--- src/hw/cache_pkg.sv ---
package cache_pkg;

    // Geometry
    localparam int WAYS           = 2;
    localparam int SETS           = 8;
    localparam int WORDS_PER_LINE = 4;
    localparam int WORD_BYTES     = 4;

    // Address split: tag | index | word offset | byte offset
    localparam int BYTE_BITS   = $clog2(WORD_BYTES);
    localparam int OFFSET_BITS = $clog2(WORDS_PER_LINE);
    localparam int INDEX_BITS  = $clog2(SETS);
    localparam int TAG_BITS    = 32 - INDEX_BITS - OFFSET_BITS - BYTE_BITS;

    typedef logic [31:0]                addr_t;
    typedef logic [31:0]                word_t;
    typedef logic [WORD_BYTES-1:0]      byte_en_t;
    typedef logic [TAG_BITS-1:0]        tag_t;
    typedef logic [INDEX_BITS-1:0]      index_t;
    typedef logic [OFFSET_BITS-1:0]     offset_t;
    typedef logic [$clog2(WAYS)-1:0]    way_t;
    typedef logic [WAYS-1:0]            hit_vec_t;
    typedef word_t [WORDS_PER_LINE-1:0] line_t;

    typedef struct packed {
        logic valid;
        logic dirty;
        tag_t tag;
    } tag_entry_t;

    typedef enum logic [1:0] {
        IDLE,
        EVICT,
        FILL,
        INSTALL
    } ctrl_state_t;

    function automatic tag_t addr_tag(input addr_t addr);
        return addr[31 -: TAG_BITS];
    endfunction

    function automatic index_t addr_index(input addr_t addr);
        return addr[BYTE_BITS + OFFSET_BITS +: INDEX_BITS];
    endfunction

    function automatic offset_t addr_offset(input addr_t addr);
        return addr[BYTE_BITS +: OFFSET_BITS];
    endfunction

    // Line-aligned byte address from tag and set
    function automatic addr_t line_addr(input tag_t tag, input index_t index);
        return {tag, index, {(OFFSET_BITS + BYTE_BITS){1'b0}}};
    endfunction

endpackage

--- src/hw/bus_pkg.sv ---
package bus_pkg;

    // CPU data bus, request held steady while stalled
    typedef struct packed {
        logic                read;
        logic                write;
        cache_pkg::addr_t    addr;
        cache_pkg::word_t    wdata;
        cache_pkg::byte_en_t byte_en;
    } cpu_req_t;

    typedef struct packed {
        logic             stall;
        cache_pkg::word_t rdata;
    } cpu_resp_t;

    // Memory read channel
    typedef struct packed {
        logic             arvalid;
        cache_pkg::addr_t araddr;
        logic             rready;
    } rd_req_t;

    typedef struct packed {
        logic             arready;
        logic             rvalid;
        cache_pkg::word_t rdata;
        logic             rlast;
    } rd_resp_t;

    // Memory write channel, response code not carried
    typedef struct packed {
        logic             awvalid;
        cache_pkg::addr_t awaddr;
        logic             wvalid;
        cache_pkg::word_t wdata;
        logic             wlast;
        logic             bready;
    } wr_req_t;

    typedef struct packed {
        logic awready;
        logic wready;
        logic bvalid;
    } wr_resp_t;

endpackage

--- src/hw/line_fill.sv ---
`timescale 1ns/1ns

module line_fill (
    input  logic              clk,
    input  logic              rst,
    input  logic              start,
    input  cache_pkg::addr_t  addr,
    output bus_pkg::rd_req_t  rd_req,
    input  bus_pkg::rd_resp_t rd_resp,
    output logic              done,
    output cache_pkg::line_t  line
);

    typedef enum logic [1:0] {
        F_IDLE,
        F_ADDR,
        F_DATA,
        F_DONE
    } fill_state_t;

    fill_state_t        state;
    cache_pkg::addr_t   addr_q;
    cache_pkg::offset_t beat;

    assign rd_req.arvalid = state == F_ADDR;
    assign rd_req.araddr  = addr_q;
    assign rd_req.rready  = state == F_DATA;
    assign done           = state == F_DONE;

    always_ff @(posedge clk) begin
        if (rst) begin
            state <= F_IDLE;
            beat  <= '0;
        end else begin
            case (state)
                F_IDLE: begin
                    if (start) begin
                        state <= F_ADDR;
                    end
                end
                F_ADDR: begin
                    if (rd_resp.arready) begin
                        state <= F_DATA;
                        beat  <= '0;
                    end
                end
                F_DATA: begin
                    if (rd_resp.rvalid) begin
                        beat <= beat + 1'b1;
                        if (rd_resp.rlast) begin
                            state <= F_DONE;
                        end
                    end
                end
                default: state <= F_IDLE;
            endcase
        end
    end

    // Beats arrive in word order
    always_ff @(posedge clk) begin
        if (start && state == F_IDLE) begin
            addr_q <= addr;
        end
        if (state == F_DATA && rd_resp.rvalid) begin
            line[beat] <= rd_resp.rdata;
        end
    end

endmodule

--- src/hw/line_evict.sv ---
`timescale 1ns/1ns

module line_evict (
    input  logic              clk,
    input  logic              rst,
    input  logic              start,
    input  cache_pkg::addr_t  addr,
    input  cache_pkg::line_t  line,
    output bus_pkg::wr_req_t  wr_req,
    input  bus_pkg::wr_resp_t wr_resp,
    output logic              done
);

    typedef enum logic [2:0] {
        E_IDLE,
        E_ADDR,
        E_DATA,
        E_RESP,
        E_DONE
    } evict_state_t;

    evict_state_t       state;
    cache_pkg::addr_t   addr_q;
    cache_pkg::line_t   line_q;
    cache_pkg::offset_t beat;

    assign wr_req.awvalid = state == E_ADDR;
    assign wr_req.awaddr  = addr_q;
    assign wr_req.wvalid  = state == E_DATA;
    assign wr_req.wdata   = line_q[beat];
    assign wr_req.wlast   = beat == cache_pkg::offset_t'(cache_pkg::WORDS_PER_LINE - 1);
    // Response code is not checked, so always ready for it
    assign wr_req.bready  = 1'b1;
    assign done           = state == E_DONE;

    always_ff @(posedge clk) begin
        if (rst) begin
            state <= E_IDLE;
            beat  <= '0;
        end else begin
            case (state)
                E_IDLE: begin
                    if (start) begin
                        state <= E_ADDR;
                    end
                end
                E_ADDR: begin
                    if (wr_resp.awready) begin
                        state <= E_DATA;
                        beat  <= '0;
                    end
                end
                E_DATA: begin
                    if (wr_resp.wready) begin
                        beat <= beat + 1'b1;
                        if (wr_req.wlast) begin
                            state <= E_RESP;
                        end
                    end
                end
                E_RESP: begin
                    if (wr_resp.bvalid) begin
                        state <= E_DONE;
                    end
                end
                default: state <= E_IDLE;
            endcase
        end
    end

    always_ff @(posedge clk) begin
        if (start && state == E_IDLE) begin
            addr_q <= addr;
            line_q <= line;
        end
    end

endmodule

--- src/hw/dcache_ways.sv ---
`timescale 1ns/1ns

module dcache_ways (
    input  logic                  clk,
    input  logic                  rst,
    input  bus_pkg::cpu_req_t     cpu_req,
    input  logic                  accept,
    input  cache_pkg::way_t       victim_way,
    input  logic                  install,
    input  cache_pkg::tag_entry_t install_entry,
    input  cache_pkg::line_t      fill_line,
    output cache_pkg::hit_vec_t   hit,
    output cache_pkg::word_t      rdata,
    output cache_pkg::tag_entry_t victim,
    output cache_pkg::line_t      victim_line,
    output logic                  sweep_done
);

    cache_pkg::tag_entry_t tags  [cache_pkg::WAYS][cache_pkg::SETS];
    cache_pkg::line_t      lines [cache_pkg::WAYS][cache_pkg::SETS];

    cache_pkg::index_t  index;
    cache_pkg::offset_t offset;
    cache_pkg::index_t  sweep_index;
    cache_pkg::way_t    hit_way;
    cache_pkg::word_t   hit_word;
    cache_pkg::word_t   merged_word;

    assign index  = cache_pkg::addr_index(cpu_req.addr);
    assign offset = cache_pkg::addr_offset(cpu_req.addr);

    // Tag compare across all ways of the requested set
    always_comb begin
        hit_way = '0;
        for (int w = 0; w < cache_pkg::WAYS; w++) begin
            hit[w] = tags[w][index].valid
                && tags[w][index].tag == cache_pkg::addr_tag(cpu_req.addr);
            if (hit[w]) begin
                hit_way = cache_pkg::way_t'(w);
            end
        end
    end

    assign hit_word    = lines[hit_way][index][offset];
    assign victim      = tags[victim_way][index];
    assign victim_line = lines[victim_way][index];

    always_comb begin
        merged_word = hit_word;
        for (int b = 0; b < cache_pkg::WORD_BYTES; b++) begin
            if (cpu_req.byte_en[b]) begin
                merged_word[b*8 +: 8] = cpu_req.wdata[b*8 +: 8];
            end
        end
    end

    // One set per cycle after reset
    always_ff @(posedge clk) begin
        if (rst) begin
            sweep_index <= '0;
            sweep_done  <= 1'b0;
        end else if (!sweep_done) begin
            sweep_index <= sweep_index + 1'b1;
            if (sweep_index == cache_pkg::index_t'(cache_pkg::SETS - 1)) begin
                sweep_done <= 1'b1;
            end
        end
    end

    always_ff @(posedge clk) begin
        if (!sweep_done) begin
            for (int w = 0; w < cache_pkg::WAYS; w++) begin
                tags[w][sweep_index] <= '0;
            end
        end else if (install) begin
            tags[victim_way][index]  <= install_entry;
            lines[victim_way][index] <= fill_line;
        end else if (accept && cpu_req.write) begin
            tags[hit_way][index].dirty    <= 1'b1;
            lines[hit_way][index][offset] <= merged_word;
        end
        if (accept && cpu_req.read) begin
            rdata <= hit_word;
        end
    end

endmodule

--- src/hw/dcache_ctrl.sv ---
`timescale 1ns/1ns

module dcache_ctrl (
    input  logic                  clk,
    input  logic                  rst,
    input  bus_pkg::cpu_req_t     cpu_req,
    input  cache_pkg::hit_vec_t   hit,
    input  logic                  sweep_done,
    input  cache_pkg::tag_entry_t victim,
    input  cache_pkg::line_t      victim_line,
    input  logic                  fill_done,
    input  cache_pkg::line_t      fill_line,
    input  logic                  evict_done,
    output logic                  stall,
    output logic                  accept,
    output cache_pkg::way_t       victim_way,
    output logic                  install,
    output cache_pkg::tag_entry_t install_entry,
    output logic                  fill_start,
    output cache_pkg::addr_t      fill_addr,
    output logic                  evict_start,
    output cache_pkg::addr_t      evict_addr,
    output cache_pkg::line_t      evict_line
);

    cache_pkg::ctrl_state_t state;
    cache_pkg::ctrl_state_t state_next;
    cache_pkg::line_t       line_buf;
    logic [7:0]             lfsr;
    logic                   request;
    logic                   miss;
    logic                   victim_dirty;

    assign request      = cpu_req.read || cpu_req.write;
    assign miss         = sweep_done && state == cache_pkg::IDLE && request && !(|hit);
    assign victim_dirty = victim.valid && victim.dirty;

    // Hold the CPU through the sweep, any miss handling, and a fresh miss
    assign stall  = !sweep_done || state != cache_pkg::IDLE || (request && !(|hit));
    assign accept = request && !stall;

    assign victim_way = cache_pkg::way_t'(lfsr);

    assign fill_start = (miss && !victim_dirty) || (state == cache_pkg::EVICT && evict_done);
    assign fill_addr  = cache_pkg::line_addr(cache_pkg::addr_tag(cpu_req.addr),
                                             cache_pkg::addr_index(cpu_req.addr));
    assign evict_addr = cache_pkg::line_addr(victim.tag, cache_pkg::addr_index(cpu_req.addr));
    assign evict_line = line_buf;

    assign install             = state == cache_pkg::INSTALL;
    assign install_entry.valid = 1'b1;
    assign install_entry.dirty = 1'b0;
    assign install_entry.tag   = cache_pkg::addr_tag(cpu_req.addr);

    always_comb begin
        state_next = state;
        case (state)
            cache_pkg::IDLE: begin
                if (miss) begin
                    state_next = victim_dirty ? cache_pkg::EVICT : cache_pkg::FILL;
                end
            end
            cache_pkg::EVICT: begin
                if (evict_done) begin
                    state_next = cache_pkg::FILL;
                end
            end
            cache_pkg::FILL: begin
                if (fill_done) begin
                    state_next = cache_pkg::INSTALL;
                end
            end
            default: state_next = cache_pkg::IDLE;
        endcase
    end

    always_ff @(posedge clk) begin
        if (rst) begin
            state       <= cache_pkg::IDLE;
            lfsr        <= 8'h5a;
            evict_start <= 1'b0;
        end else begin
            state <= state_next;
            // Eviction starts once the victim sits in the line buffer
            evict_start <= miss && victim_dirty;
            // One step per miss, taken at install so the victim stays put
            if (state == cache_pkg::INSTALL) begin
                lfsr <= {lfsr[6:0], lfsr[7] ^ lfsr[5] ^ lfsr[4] ^ lfsr[3]};
            end
        end
    end

    // Line in flight: victim while evicting, refill data before install
    always_ff @(posedge clk) begin
        if (miss) begin
            line_buf <= victim_line;
        end else if (fill_done) begin
            line_buf <= fill_line;
        end
    end

endmodule

--- src/hw/dcache_top.sv ---
`timescale 1ns/1ns

module dcache_top (
    input  logic               clk,
    input  logic               rst,
    input  bus_pkg::cpu_req_t  cpu_req,
    output bus_pkg::cpu_resp_t cpu_resp,
    output bus_pkg::rd_req_t   rd_req,
    input  bus_pkg::rd_resp_t  rd_resp,
    output bus_pkg::wr_req_t   wr_req,
    input  bus_pkg::wr_resp_t  wr_resp
);

    cache_pkg::hit_vec_t   hit;
    cache_pkg::word_t      rdata;
    cache_pkg::tag_entry_t victim;
    cache_pkg::line_t      victim_line;
    cache_pkg::way_t       victim_way;
    cache_pkg::tag_entry_t install_entry;
    cache_pkg::line_t      fill_line;
    cache_pkg::line_t      evict_line;
    cache_pkg::addr_t      fill_addr;
    cache_pkg::addr_t      evict_addr;
    logic                  sweep_done;
    logic                  stall;
    logic                  accept;
    logic                  install;
    logic                  fill_start;
    logic                  fill_done;
    logic                  evict_start;
    logic                  evict_done;

    assign cpu_resp.stall = stall;
    assign cpu_resp.rdata = rdata;

    dcache_ctrl i_ctrl (
        .clk, .rst, .cpu_req, .hit, .sweep_done, .victim, .victim_line,
        .fill_done, .fill_line, .evict_done, .stall, .accept, .victim_way,
        .install, .install_entry, .fill_start, .fill_addr, .evict_start,
        .evict_addr, .evict_line
    );

    dcache_ways i_ways (
        .clk, .rst, .cpu_req, .accept, .victim_way, .install, .install_entry,
        .fill_line, .hit, .rdata, .victim, .victim_line, .sweep_done
    );

    line_fill i_fill (
        .clk, .rst, .start(fill_start), .addr(fill_addr), .rd_req, .rd_resp,
        .done(fill_done), .line(fill_line)
    );

    line_evict i_evict (
        .clk, .rst, .start(evict_start), .addr(evict_addr), .line(evict_line),
        .wr_req, .wr_resp, .done(evict_done)
    );

endmodule

--- config.mk ---
export PLATFORM = sky130hd
export DESIGN_NAME = dcache_top
export DESIGN_NICKNAME = d
export VERILOG_FILES = /design/src/hw/cache_pkg.sv /design/src/hw/bus_pkg.sv /design/src/hw/line_fill.sv /design/src/hw/line_evict.sv /design/src/hw/dcache_ways.sv /design/src/hw/dcache_ctrl.sv /design/src/hw/dcache_top.sv
export SDC_FILE = /design/constraint.sdc
export NUM_CORES = 2
export LEC_CHECK = 0
export ABC_AREA = 0
export BUFFER_PORTS_ARGS = -buffer_cell sky130_fd_sc_hd__buf_2
export CORE_ASPECT_RATIO = 1.5
export CORE_UTILIZATION = 55
export CTS_CLUSTER_SIZE = 24
export DETAILED_ROUTE_END_ITERATION = 8
export PLACE_DENSITY = 0.73
export SYNTH_ARGS = -nofsm -noshare
export SYNTH_HDL_FRONTEND = slang
export SYNTH_HIERARCHICAL = 1
export SYNTH_SLANG_ARGS = --single-unit
--- constraint.sdc ---
create_clock -name clk -period 18.2 [get_ports clk]
set_input_delay 5.46 -clock clk [delete_from_list [all_inputs] [get_ports clk]]
set_output_delay 5.46 -clock clk [all_outputs]
set_load 0.02 [all_outputs]
==> impl_metrics.json <==
{
  "cts_max_path_buffers": 4,
  "violations": "max-capacitance violations, max-slew violations",
  "cts_setup_buffers": 0,
  "gp_congestion": 0.979,
  "avgSynthCellArea_um2": 15.6,
  "remaining_drc_errors": 0,
  "worstSetupEndpointType": "primary output",
  "antenna_found_initial": 52,
  "hp-class": "reg2reg",
  "slew_headroom_pct": -7.12,
  "path_max_fanout": 76,
  "ys_top_cells_by_count": "edfxtp_1 (2960), mux2i_1 (1010), nor2_1 (720)",
  "postSynthCellCount": 8773,
  "crit_required_ps": 12740,
  "core_area_um2": 247000,
  "wl_met1_um": 147000,
  "startpoint_type": "input pin",
  "crit_buf_inv": 6,
  "initial_core_util_pct": 55.4,
  "tightestPinTransition_ps": 1590,
  "place_inst": 11788,
  "period_needed_ps": 15810,
  "dieArea_um2": 251000,
  "yosysTopAreaCell": "edfxtp_1",
  "grt_start_max_net_pins": 127,
  "vias": 90360,
  "yosysSeqAreaShare_pct": 65.4,
  "cp.arrival_ps": 10350,
  "synthesis.area_um2": 137000,
  "dr.max_layer_used": "met5",
  "ys.flop_type": "edfxtp_1",
  "hold_buffers": 0,
  "overflow": 0,
  "drv_cap": 3,
  "hold_viol_final": 0,
  "ys_ff_latch": 2984,
  "worst_clock_skew_ps": 96.7,
  "post_cts_resized": 0,
  "io_pins": 245,
  "peakVddDrop_mv": 0.110,
  "syn_to_final_growth_pct": 10.3,
  "synth_edf_count": 2960,
  "worst_slack_ps": 2390,
  "fin_cells": 12319,
  "yosysMostFrequentCell": "edfxtp_1",
  "drt_pass1_iterations": 9,
  "whs_ps": 355,
  "setup-violations-final": 0,
  "drive_gt1_share_pct": 21.9,
  "finalCritPeriodShare_pct": 86.9,
  "yosys_warnings": 6,
  "p_leak_uw": 0.0493,
  "cts.reportedPaths.clkPinSlew_ps": 70,
  "cts-root-buf": "clkbuf_16",
  "synth_cell_types": 89,
  "crit_chain": "buf_8 > nand2b_1 > buf_4 > nor2_4 > buf_4 > a22oi_1 > and4_1 > xor2_1 > nand4_1 > a2111oi_0 > buf_4 > nand4_1 > nor4_1 > buf_4 > nor2_2 > nand2_1 > nand2_1 > buf_2",
  "critPathKind": "in2out",
  "io_buffers": 241,
  "final_nets": 8943,
  "die_w_um": 409,
  "slew_viol_final": 3,
  "numCtsBuffers": 286,
  "rows": 223,
  "drt_iter0_drc": 14503,
  "cp_slowest_cell": "nor2_4",
  "clock-sinks": 2984,
  "clkLatencyLatePin_ps": 910,
  "synth_top_area_share_pct": 65.0,
  "wirelength_um": 482000,
  "cp_slowest_stage_delay_ps": 680,
  "power_uw": 14600,
  "power-per-cell-area_nw_per_um2": 96.6,
  "synthArstFlopShare_pct": 0,
  "pre_cts_ws_ps": 2610,
  "track_usage_pct": 38.0,
  "viasPerCell": 7.34,
  "outcome": "complete, but fails checks",
  "wl_per_cell_um": 39.1,
  "rsz0062_at_grt": "no",
  "wl_met2_um": 213000,
  "ant_nets": 0,
  "cts_tree": "done",
  "critical_path.top_delay_family": "simple AND/OR/NAND/NOR gates",
  "met3_length_um": 71000,
  "cpMostUsedCell": "buf_4",
  "timing.fmax_mhz": 63.2,
  "yosys-top-cells-area": "edfxtp_1 (65%), mux4_2 (9.3%), mux2i_1 (7.4%)",
  "grt_pass1_vias": 88661,
  "finalSetupTns_ps": 0,
  "dpl.hpwl_um": 297000,
  "htreeDepth": 5,
  "die_h_um": 613,
  "grt_pass1_wl_um": 662000
}
-- per-layer routing --
metal / vias up / global-route usage (%)
met5: - / 0
li1: 34943 / -
met4: 28 / 31.8
met1: 45279 / 45.0
met3: 2088 / 11.0
met2: 8022 / 57.4
-- flip-flops by register name, indices dropped and copies added, names as in the netlist, 3 cells and up --
| name | count |
|---|---|
| i_ctrl/evict_line | 128 |
| i_ways/sweep_index | 3 |
| i_ways/lines | 2048 |
| i_evict/line_q | 128 |
| i_ways/rdata | 32 |
| i_ways/tags | 432 |
| i_fill/addr_q | 32 |
| i_evict/addr_q | 32 |
| i_evict/state | 3 |
| i_ctrl/lfsr | 8 |
| i_fill/line | 128 |
-- metrics by stage --
step | area, um2 | util [%]
global placement | 141000 | 57.4
detailed placement | 141000 | 57.4
global route | 151000 | 61.1
floorplan | 137000 | -
finish | 151000 | 61.1
CTS | 151000 | 61.1
-- cells by family after synthesis --
kind of cell,share of synthesized area (%)
flops,65.4
mux,19.6
simple gates,5.66
compound gates,6.25
buf+inv,2.65
xor+xnor,0.256
fa+ha+maj,0.174
other cells,0.00824
-- final cells by class --
class	instances	area [um2]
Tap cell	3262	4080
Clock inverter	164	1660
Multi-Input combinational cell	5027	44600
Sequential cell	2984	89400
Fill cell	17731	95900
Clock buffer	336	7510
Inverter	18	83.8
Antenna cell	31	77.6
Timing Repair Buffer	497	3350
-- path summary, 6_finish.rpt --
kind	from	depth (start not counted)	slack, ps	endpoint
setup / recovery	cpu_req[42]	18	2390	cpu_resp[32]
hold / removal	i_ctrl/evict_line[101]	0	360	i_evict/line_q[101]
setup reg to reg	i_ways/tags[1][191]	15	9900	i_ways/lines[1][546]
hold reg to reg	i_ctrl/evict_line[101]	0	360	i_evict/line_q[101]
-- cell usage in the layout (no fill, tap or decap), drive strengths merged, types with 155 or more instances in the layout --
cell	count
nor2	722
buf	497
o21ai	268
clkbuf	336
edfxtp	2960
nand2	680
mux2i	1010
o22ai	213
nand3	155
mux4	570
mux2	313
-- report_power, final --
group / total, uW / switching [uW] / internal, uW
combinational: 1010 / 685 / 327
clock: 6000 / 2620 / 3380
sequential: 7540 / 23.8 / 7520
(Power assumes the default switching activity.)
